**src/verilog/uart_cmd_pkg.sv**
```systemverilog
package uart_cmd_pkg;

  // ~~~~~~~~~~~~~~~~~~~~~~~~~~~~~~~~~~~~~~~~~~~~~~~~~
  // Command word.
  // ~~~~~~~~~~~~~~~~~~~~~~~~~~~~~~~~~~~~~~~~~~~~~~~~~

  localparam int cmd_w  = 16;
  localparam int addr_w = 7;
  localparam int data_w = 8;

  localparam logic cmd_write = 1'b1;  // rw value of a write.

  typedef struct packed {
    logic              rw;
    logic [addr_w-1:0] addr;
    logic [data_w-1:0] wdata;
  } write_view_t;

  typedef struct packed {
    logic              rw;
    logic [addr_w-1:0] addr;
    logic [data_w-1:0] rsvd;  // ignored on a read.
  } read_view_t;

  typedef union packed {
    write_view_t write_view;
    read_view_t  read_view;
  } cmd_word_t;

  // ~~~~~~~~~~~~~~~~~~~~~~~~~~~~~~~~~~~~~~~~~~~~~~~~~
  // Sequencer timing and states.
  // ~~~~~~~~~~~~~~~~~~~~~~~~~~~~~~~~~~~~~~~~~~~~~~~~~

  localparam int gap_clks  = 16;  // idle clocks between the two write frames.
  localparam int gap_cnt_w = 5;
  localparam logic [gap_cnt_w-1:0] gap_last = gap_cnt_w'(gap_clks - 1);

  localparam logic [2:0] st_idle       = 3'd0;
  localparam logic [2:0] st_send_addr  = 3'd1;
  localparam logic [2:0] st_gap        = 3'd2;
  localparam logic [2:0] st_send_data  = 3'd3;
  localparam logic [2:0] st_wait_reply = 3'd4;

endpackage

```
**src/verilog/uart_frame_pkg.sv**
```systemverilog
package uart_frame_pkg;

  // ~~~~~~~~~~~~~~~~~~~~~~~~~~~~~~~~~~~~~~~~~~~~~~~~~
  // Serial line timing and frame layout.
  // ~~~~~~~~~~~~~~~~~~~~~~~~~~~~~~~~~~~~~~~~~~~~~~~~~

  localparam int clks_per_bit = 16;  // kept short so simulation runs fast.
  localparam int frame_bits   = 11;  // start, 8 data, parity, stop.
  localparam int data_bits    = 8;
  localparam int bit_cnt_w    = 4;
  localparam int baud_cnt_w   = 5;

  localparam logic parity_odd = 1'b0;  // zero selects even parity.

  // Counter end values, sized to match the counters.
  localparam logic [baud_cnt_w-1:0] baud_last = baud_cnt_w'(clks_per_bit - 1);
  localparam logic [baud_cnt_w-1:0] baud_mid  = baud_cnt_w'(clks_per_bit / 2 - 1);
  localparam logic [bit_cnt_w-1:0]  tx_bit_last = bit_cnt_w'(frame_bits - 1);
  localparam logic [bit_cnt_w-1:0]  rx_bit_last = bit_cnt_w'(frame_bits - 2);

  // ~~~~~~~~~~~~~~~~~~~~~~~~~~~~~~~~~~~~~~~~~~~~~~~~~
  // Receiver FSM encoding.
  // ~~~~~~~~~~~~~~~~~~~~~~~~~~~~~~~~~~~~~~~~~~~~~~~~~

  localparam logic [1:0] rx_hunt  = 2'd0;  // waiting for a falling edge.
  localparam logic [1:0] rx_start = 2'd1;  // confirming the start bit.
  localparam logic [1:0] rx_bits  = 2'd2;  // data, parity and stop.
  localparam logic [1:0] rx_check = 2'd3;  // result goes out here.

endpackage

```
**src/verilog/uart_cmd_master.sv**
```systemverilog
`timescale 1ns/1ps

module uart_cmd_master (
  input  logic                             clk,
  input  logic                             rst_n,
  input  logic [uart_cmd_pkg::cmd_w-1:0]   cmd_in,
  input  logic                             cmd_vld,
  input  logic                             rx,
  output logic                             tx,
  output logic                             cmd_rdy,
  output logic [uart_cmd_pkg::data_w-1:0]  read_data,
  output logic                             read_rdy,
  output logic                             read_err
);

  // ~~~~~~~~~~~~~~~~~~~~~~~~~~~~~~~~~~~~~~~~~~~~~~~~~
  // Links between sequencer and the two frame blocks.
  // ~~~~~~~~~~~~~~~~~~~~~~~~~~~~~~~~~~~~~~~~~~~~~~~~~

  logic                            tx_start;
  logic [uart_cmd_pkg::data_w-1:0] tx_byte;
  logic                            tx_busy;
  logic                            rx_en;
  logic                            rx_done;
  logic [uart_cmd_pkg::data_w-1:0] rx_byte;
  logic                            rx_err;

  uart_cmd_sequencer u_sequencer (
    .clk       (clk),
    .rst_n     (rst_n),
    .cmd_in    (cmd_in),  // decoded through the union inside.
    .cmd_vld   (cmd_vld),
    .tx_busy   (tx_busy),
    .rx_done   (rx_done),
    .rx_byte   (rx_byte),
    .rx_err    (rx_err),
    .cmd_rdy   (cmd_rdy),
    .tx_start  (tx_start),
    .tx_byte   (tx_byte),
    .rx_en     (rx_en),
    .read_rdy  (read_rdy),
    .read_data (read_data),
    .read_err  (read_err)
  );

  uart_tx_frame u_tx (
    .clk      (clk),
    .rst_n    (rst_n),
    .tx_start (tx_start),
    .tx_byte  (tx_byte),
    .tx       (tx),
    .tx_busy  (tx_busy)
  );

  uart_rx_frame u_rx (
    .clk     (clk),
    .rst_n   (rst_n),
    .rx      (rx),
    .rx_en   (rx_en),
    .rx_done (rx_done),
    .rx_byte (rx_byte),
    .rx_err  (rx_err)
  );

endmodule

```
**src/verilog/uart_cmd_sequencer.sv**
```systemverilog
`timescale 1ns/1ps

module uart_cmd_sequencer (
  input  logic                              clk,
  input  logic                              rst_n,
  input  uart_cmd_pkg::cmd_word_t           cmd_in,
  input  logic                              cmd_vld,
  input  logic                              tx_busy,
  input  logic                              rx_done,
  input  logic [uart_cmd_pkg::data_w-1:0]   rx_byte,
  input  logic                              rx_err,
  output logic                              cmd_rdy,
  output logic                              tx_start,
  output logic [uart_cmd_pkg::data_w-1:0]   tx_byte,
  output logic                              rx_en,
  output logic                              read_rdy,
  output logic [uart_cmd_pkg::data_w-1:0]   read_data,
  output logic                              read_err
);

  logic [2:0]                           state;
  logic [uart_cmd_pkg::gap_cnt_w-1:0]   gap_cnt;
  uart_cmd_pkg::cmd_word_t              cmd_q;
  logic                                 accept;
  logic                                 frame_end;

  assign accept    = (state == uart_cmd_pkg::st_idle) && cmd_vld;
  // tx_busy only rises a cycle after the pulse, so wait for the pulse to clear first.
  assign frame_end = !tx_start && !tx_busy;

  // ~~~~~~~~~~~~~~~~~~~~~~~~~~~~~~~~~~~~~~~~~~~~~~~~~
  // Transaction FSM.
  // ~~~~~~~~~~~~~~~~~~~~~~~~~~~~~~~~~~~~~~~~~~~~~~~~~

  always_ff @(posedge clk or negedge rst_n)
  begin
    if (!rst_n)
    begin
      state    <= uart_cmd_pkg::st_idle;
      gap_cnt  <= '0;
      cmd_rdy  <= 1'b1;
      tx_start <= 1'b0;
      rx_en    <= 1'b0;
      read_rdy <= 1'b0;
      read_err <= 1'b0;
    end
    else
    begin
      tx_start <= 1'b0;
      read_rdy <= 1'b0;
      case (state)
        uart_cmd_pkg::st_idle:
        begin
          if (accept)
          begin
            cmd_rdy  <= 1'b0;
            tx_start <= 1'b1;
            state    <= uart_cmd_pkg::st_send_addr;
          end
        end
        uart_cmd_pkg::st_send_addr:
        begin
          if (frame_end)
          begin
            gap_cnt <= '0;
            if (cmd_q.write_view.rw == uart_cmd_pkg::cmd_write)
            begin
              state <= uart_cmd_pkg::st_gap;
            end
            else
            begin
              rx_en <= 1'b1;  // reply can only start after our frame.
              state <= uart_cmd_pkg::st_wait_reply;
            end
          end
        end
        uart_cmd_pkg::st_gap:
        begin
          if (gap_cnt == uart_cmd_pkg::gap_last)
          begin
            tx_start <= 1'b1;
            state    <= uart_cmd_pkg::st_send_data;
          end
          else
          begin
            gap_cnt <= gap_cnt + 1'b1;
          end
        end
        uart_cmd_pkg::st_send_data:
        begin
          if (frame_end)
          begin
            cmd_rdy <= 1'b1;
            state   <= uart_cmd_pkg::st_idle;
          end
        end
        default:
        begin
          if (rx_done)
          begin
            rx_en    <= 1'b0;
            read_rdy <= 1'b1;
            read_err <= rx_err;
            cmd_rdy  <= 1'b1;
            state    <= uart_cmd_pkg::st_idle;
          end
        end
      endcase
    end
  end

  always_ff @(posedge clk)
  begin
    if (accept)
    begin
      cmd_q   <= cmd_in;
      tx_byte <= {cmd_in.read_view.rw, cmd_in.read_view.addr};  // rw tells the remote side.
    end
    else if (state == uart_cmd_pkg::st_gap)
    begin
      tx_byte <= cmd_q.write_view.wdata;
    end
    if (state == uart_cmd_pkg::st_wait_reply && rx_done)
    begin
      read_data <= rx_byte;
    end
  end

  a_read_rdy_after_wait: assert property (@(posedge clk) disable iff (!rst_n)
    read_rdy |-> $past(state) == uart_cmd_pkg::st_wait_reply)
    else $error("read_rdy outside a read reply.");

  a_rdy_only_idle: assert property (@(posedge clk) disable iff (!rst_n)
    cmd_rdy |-> state == uart_cmd_pkg::st_idle)
    else $error("cmd_rdy high during a transaction.");

endmodule

```
**src/verilog/uart_rx_frame.sv**
```systemverilog
`timescale 1ns/1ps

module uart_rx_frame (
  input  logic                                 clk,
  input  logic                                 rst_n,
  input  logic                                 rx,
  input  logic                                 rx_en,
  output logic                                 rx_done,
  output logic [uart_frame_pkg::data_bits-1:0] rx_byte,
  output logic                                 rx_err
);

  logic                                    rx_meta;
  logic                                    rx_sync;
  logic                                    rx_prev;
  logic [1:0]                              state;
  logic [uart_frame_pkg::baud_cnt_w-1:0]   baud_cnt;
  logic [uart_frame_pkg::bit_cnt_w-1:0]    bit_cnt;
  logic [uart_frame_pkg::frame_bits-2:0]   shreg;
  logic                                    sample_tick;
  logic                                    parity_bad;
  logic                                    stop_bad;

  assign sample_tick = (state == uart_frame_pkg::rx_bits) &&
                       (baud_cnt == uart_frame_pkg::baud_last);
  assign parity_bad  = ^shreg[uart_frame_pkg::data_bits:0] ^ uart_frame_pkg::parity_odd;
  assign stop_bad    = !shreg[uart_frame_pkg::data_bits+1];

  // ~~~~~~~~~~~~~~~~~~~~~~~~~~~~~~~~~~~~~~~~~~~~~~~~~
  // Synchronizer and frame FSM.
  // ~~~~~~~~~~~~~~~~~~~~~~~~~~~~~~~~~~~~~~~~~~~~~~~~~

  always_ff @(posedge clk or negedge rst_n)
  begin
    if (!rst_n)
    begin
      rx_meta  <= 1'b1;
      rx_sync  <= 1'b1;
      rx_prev  <= 1'b1;
      state    <= uart_frame_pkg::rx_hunt;
      baud_cnt <= '0;
      bit_cnt  <= '0;
      rx_done  <= 1'b0;
    end
    else
    begin
      rx_meta <= rx;
      rx_sync <= rx_meta;
      rx_prev <= rx_sync;
      rx_done <= 1'b0;
      case (state)
        uart_frame_pkg::rx_hunt:
        begin
          baud_cnt <= '0;
          if (rx_en && rx_prev && !rx_sync)
          begin
            state <= uart_frame_pkg::rx_start;
          end
        end
        uart_frame_pkg::rx_start:
        begin
          if (baud_cnt == uart_frame_pkg::baud_mid)
          begin
            baud_cnt <= '0;
            bit_cnt  <= '0;
            state    <= rx_sync ? uart_frame_pkg::rx_hunt : uart_frame_pkg::rx_bits;  // glitch.
          end
          else
          begin
            baud_cnt <= baud_cnt + 1'b1;
          end
        end
        uart_frame_pkg::rx_bits:
        begin
          if (sample_tick)
          begin
            baud_cnt <= '0;
            bit_cnt  <= bit_cnt + 1'b1;
            if (bit_cnt == uart_frame_pkg::rx_bit_last)
            begin
              state <= uart_frame_pkg::rx_check;  // stop bit was just taken.
            end
          end
          else
          begin
            baud_cnt <= baud_cnt + 1'b1;
          end
        end
        default:
        begin
          rx_done <= 1'b1;
          state   <= uart_frame_pkg::rx_hunt;
        end
      endcase
    end
  end

  // Data bits shift in from the top, so the byte ends up LSB first in shreg[7:0].
  always_ff @(posedge clk)
  begin
    if (sample_tick)
    begin
      shreg <= {rx_sync, shreg[uart_frame_pkg::frame_bits-2:1]};
    end
    if (state == uart_frame_pkg::rx_check)
    begin
      rx_byte <= shreg[uart_frame_pkg::data_bits-1:0];
      rx_err  <= parity_bad | stop_bad;
    end
  end

  a_done_single: assert property (@(posedge clk) disable iff (!rst_n)
    rx_done |=> !rx_done)
    else $error("rx_done held for two cycles.");

endmodule

```
**src/verilog/uart_tx_frame.sv**
```systemverilog
`timescale 1ns/1ps

module uart_tx_frame (
  input  logic                                 clk,
  input  logic                                 rst_n,
  input  logic                                 tx_start,
  input  logic [uart_frame_pkg::data_bits-1:0] tx_byte,
  output logic                                 tx,
  output logic                                 tx_busy
);

  logic [uart_frame_pkg::frame_bits-1:0] shreg;
  logic [uart_frame_pkg::baud_cnt_w-1:0] baud_cnt;
  logic [uart_frame_pkg::bit_cnt_w-1:0]  bit_cnt;
  logic                                  parity;
  logic                                  bit_end;

  assign parity  = ^tx_byte ^ uart_frame_pkg::parity_odd;
  assign bit_end = baud_cnt == uart_frame_pkg::baud_last;
  assign tx      = shreg[0];  // line driven straight from the shift register.

  // ~~~~~~~~~~~~~~~~~~~~~~~~~~~~~~~~~~~~~~~~~~~~~~~~~
  // Shift out start, data, parity and stop.
  // ~~~~~~~~~~~~~~~~~~~~~~~~~~~~~~~~~~~~~~~~~~~~~~~~~

  always_ff @(posedge clk or negedge rst_n)
  begin
    if (!rst_n)
    begin
      shreg    <= '1;  // idle line is high.
      baud_cnt <= '0;
      bit_cnt  <= '0;
      tx_busy  <= 1'b0;
    end
    else if (!tx_busy)
    begin
      if (tx_start)
      begin
        shreg    <= {1'b1, parity, tx_byte, 1'b0};
        baud_cnt <= '0;
        bit_cnt  <= '0;
        tx_busy  <= 1'b1;
      end
    end
    else if (bit_end)
    begin
      shreg    <= {1'b1, shreg[uart_frame_pkg::frame_bits-1:1]};  // ones fill behind the stop bit.
      baud_cnt <= '0;
      bit_cnt  <= bit_cnt + 1'b1;
      if (bit_cnt == uart_frame_pkg::tx_bit_last)
      begin
        tx_busy <= 1'b0;  // stop bit has had its full period.
      end
    end
    else
    begin
      baud_cnt <= baud_cnt + 1'b1;
    end
  end

  // ~~~~~~~~~~~~~~~~~~~~~~~~~~~~~~~~~~~~~~~~~~~~~~~~~
  // Checks.
  // ~~~~~~~~~~~~~~~~~~~~~~~~~~~~~~~~~~~~~~~~~~~~~~~~~

  a_idle_line_high: assert property (@(posedge clk) disable iff (!rst_n)
    !tx_busy |-> tx)
    else $error("tx low while the transmitter is idle.");

  a_no_start_when_busy: assert property (@(posedge clk) disable iff (!rst_n)
    tx_start |-> !tx_busy)
    else $error("tx_start arrived during a frame.");

endmodule
```
**config.mk**
```make
export PLATFORM = sky130hd
export DESIGN_NAME = uart_cmd_master
export DESIGN_NICKNAME = d
export VERILOG_FILES = /design/src/verilog/uart_cmd_pkg.sv /design/src/verilog/uart_frame_pkg.sv /design/src/verilog/uart_cmd_master.sv /design/src/verilog/uart_cmd_sequencer.sv /design/src/verilog/uart_rx_frame.sv /design/src/verilog/uart_tx_frame.sv
export SDC_FILE = /design/constraint.sdc
export NUM_CORES = 1
export LEC_CHECK = 0
export ABC_CLOCK_PERIOD_IN_PS = 3900
export CORE_ASPECT_RATIO = 2
export CORE_MARGIN = 10
export CORE_UTILIZATION = 45
export CTS_CLUSTER_DIAMETER = 30
export CTS_CLUSTER_SIZE = 14
export DETAILED_ROUTE_END_ITERATION = 7
export DONT_BUFFER_PORTS = 1
export PLACE_DENSITY = 0.7
export SYNTH_ARGS = -nofsm -noshare
export SYNTH_HDL_FRONTEND = slang
export SYNTH_SLANG_ARGS = --single-unit
```
**constraint.sdc**
```tcl
create_clock -name clk -period 3.9 [get_ports clk]
set_input_delay 0.78 -clock clk [delete_from_list [all_inputs] [get_ports clk]]
set_output_delay 0.78 -clock clk [all_outputs]
set_load 0.05 [all_outputs]
```
==> flow_summary_export.csv <==
group,metric,value,unit
run_status,outcome,"completed",
synthesis,synth.top_cell.area_share,33.1,%
detailed_routing,route.detailed.drc,0,
critical_path,startpoint,"u_sequencer.state[1]",
hold_path,hold_path.class,"input pin to async pin",
grt,grt_start_max_net_pins,49,
timing,worstMarginPinSlew,1100,ps
clock_tree,cts_root_buf,"clkbuf_16",
synthesis,synthArstFlopShare,52.2,%
flow_run,maxCapViolations,0,
floorplan,dieArea,13300,sq um
clock_tree,clk_latency,330,ps
grt,antenna_found_initial,0,
critical_path,r2r-end,"u_sequencer.tx_byte[0]",
clock_tree,cts_buffer_depth,2,
synthesis,synth_edf_count,44,
synthesis,yosys.area.top_type,"edfxtp_1",
timing,grt_setup_unrepaired,"no",
final_layout,synthToLayoutAreaGrowth,9.40,%
critical_path,crit_required,3980,ps
timing,max_freq,0.460,GHz
grt,grt_pass1_wl,11.0,mm
grt,met3_usage,3.57,%
critical_path,path_cells,"nor4b_4 > mux2_2",
final_layout,drive_above_1_share,13.5,%
synthesis,netlist_top_cells_area,"edfxtp_1, dfrtp_1, dfstp_2",
final_layout,fillers,758,
detailed_routing,drt_pass1_iterations,6,
clock_tree,cts_hold_buf,0,
power,total_power,0.00273,W
synthesis,syn_area_per_cell,13.1,sq um
critical_path,crit_slowest_cell,"nor4b_4",
clock_tree,cts_setup_buffers,0,
synthesis,yosysSeqAreaShare,63.6,%
timing,relSlewSlack,25.8,%
final_layout,nNetsFinal,341,
timing,setup_viol,0,
synthesis,syn_nets,338,
critical_path,cp_max_fo,17,
timing,finalHoldViolCount,0,
critical_path,r2r_setup_slack,1730,ps
synthesis,yosysWarnings,0,
synthesis,yosys_most_used_dff,"edfxtp_1",
placed_design,dp_hpwl,4.69,mm
critical_path,cp-start-kind,"flip-flop",
detailed_routing,ant_nets,0,
clock_tree,clock-sinks,92,
grt,grt_overflow,0,
grt,globalRouteMet2Util,18.5,%
clock_tree,htree_levels,3,
critical_path,worstPathArrival,2250,ps
floorplan,core,8650,sq um
synthesis,synth.most_common_cell,"edfxtp_1",
placed_design,io_buffers,0,
detailed_routing,wirelength,6.58,mm
synthesis,netlist_area,3990,sq um
power,power.density,625,nW/um^2
floorplan,die_w,86.6,microns
critical_path,r2r-start,"u_sequencer.state[1]",
power,ir_drop,239,uV
final_layout,antenna_cells,0,
timing,drv_slew,0,
grt,grt_busiest_layer,"met2",
synthesis,yosysUniqueCellTypes,49,
detailed_routing,avgRoutedWirePerCell,16.0,microns
clock_tree,numCtsBuffers,9,
clock_tree,cts_tree,"done",
timing,fin_setup_tns,0,ps
synthesis,synth_seq_cells,92,
critical_path,crit_type,"flip-flop to flip-flop",
detailed_routing,dr.first_iter.drc_count,145,
critical_path,cpPeakStageDelay,950,ps
critical_path,ff2ff_path_depth,2,
floorplan,rows,48,
grt,grt_use_met1,10.2,%
floorplan,die_h,153,microns
timing,fin_skew,4.56,ps
critical_path,crit_path_end_kind,"flip-flop",
floorplan,num_io_pins,32,
placed_design,gp_congestion,0.807,
detailed_routing,via_count,2235,
grt,track_usage,10.4,%
timing,fin_crit,2170,ps
floorplan,initial_core_util,46.2,%
clock_tree,cts.reportedPaths.clkPinSlew,60,ps
clock_tree,post_cts_resized,0,
detailed_routing,vias_per_cell,5.42,
synthesis,syn_inst,304,
power,p_leak,1.76,nW
grt,grt_pass1_vias,2304,
synthesis,yosys-top-cells-count,"edfxtp_1, dfrtp_1, o21ai_0",
timing,fin_crit_sh,55.7,%
==> power breakdown <==
part	switching (W)	internal [W]	total, W
combinational	0.000239	0.000239	0.000477
clock	0.000336	0.000492	0.000828
sequential	0.000198	0.00122	0.00142
==> metal layers <==
layer	share of wire, %	up-vias
li1	-	1102
met1	36	1103
met2	58	22
met3	4.3	8
met4	1.7	0
met5	0	-
==> kinds of logic after synthesis <==
family | share of synthesized area [%]
xor gates and xnor gates | 4.51
DFF | 63.6
buffers and inverters | 2.29
and+or+nand+nor | 11.3
muxes | 5.30
AOI/OAI and AO/OA | 8.59
adders and majority gates | 4.39
==> placed cells by master, fill, tap and decap left out, types with 3 or more instances in the layout <==
master     Yosys  layout
a21oi_1        3       3
a22o_1         3       3
and3_1         3       3
clkbuf_16      0       9
dfrtp_1       34      34
dfstp_2       14      14
edfxtp_1      44      44
ha_1          14      14
inv_1         13      13
mux2_2         9       9
mux2i_1       11      11
nand2_1       30      30
nand3_1        8       8
nor2_1         9       9
nor2b_1        3       3
nor3_1         5       5
nor4b_1        3       3
o21ai_0       31      31
o21bai_1       6       6
o22ai_1        3       3
or3_1          3       3
xnor2_1       12      12
xor2_1         6       6
==> worst max-delay path, delay by kind of cell, from the launching register on <==
kind             cells  cell delay [ps]
AND/OR/NAND/NOR      1              950
multiplexers         1              420
flip-flops           1              550
==> per-stage QoR <==
step | setup slack (ps) | hold slack [ps] | cell area (sq um) | utilization [%] | instances
after CTS | 1690 | 128 | 4370 | 50.5 | 412
final | 1730 | 140 | 4370 | 50.5 | 412
after floorplan | 1820 | 345 | 3990 | - | 304
after detailed placement | 1600 | 348 | 4080 | 47.2 | 396
after global placement | 1630 | 347 | 4080 | 47.2 | 396
after global routing | 1580 | 127 | 4370 | 50.5 | 412
==> registers in the layout (all words and copies together), names as in the netlist, 2 cells and up <==
register               count
u_sequencer.read_data      8
u_sequencer.tx_byte        8
u_rx.baud_cnt              5
u_rx.bit_cnt               4
u_rx.shreg                10
u_sequencer.gap_cnt        5
u_tx.shreg                10
u_sequencer.state          3
u_rx.state                 2
u_tx.baud_cnt              5
u_sequencer.cmd_q          9
u_tx.bit_cnt               4
u_rx.rx_byte               8
==> how the worst max path moves through the flow <==
| stage | slack [ps] | end |
|---|---|---|
| final | 1730 | u_sequencer.tx_byte[0] |
| after global routing | 1580 | u_sequencer.tx_byte[0] |
| after CTS | 1690 | u_sequencer.tx_byte[0] |
| after detailed placement | 1600 | u_sequencer.tx_byte[3] |
| after global placement | 1630 | u_sequencer.tx_byte[2] |
| after floorplan | 1820 | u_sequencer.tx_byte[0] |
==> final cells by class <==
type | instances | area (sq um) | share of cell area (%)
clock buffer | 11 | 233 | 5.33
clock inverter | 5 | 52.6 | 1.20
inverter | 13 | 48.8 | 1.12
multi-input combinational | 190 | 1360 | 31.1
sequential | 92 | 2540 | 58.2
tap | 100 | 125 | 2.87
timing repair buffer | 1 | 7.51 | 0.172
Note: power is estimated with default switching activity, not from simulation.
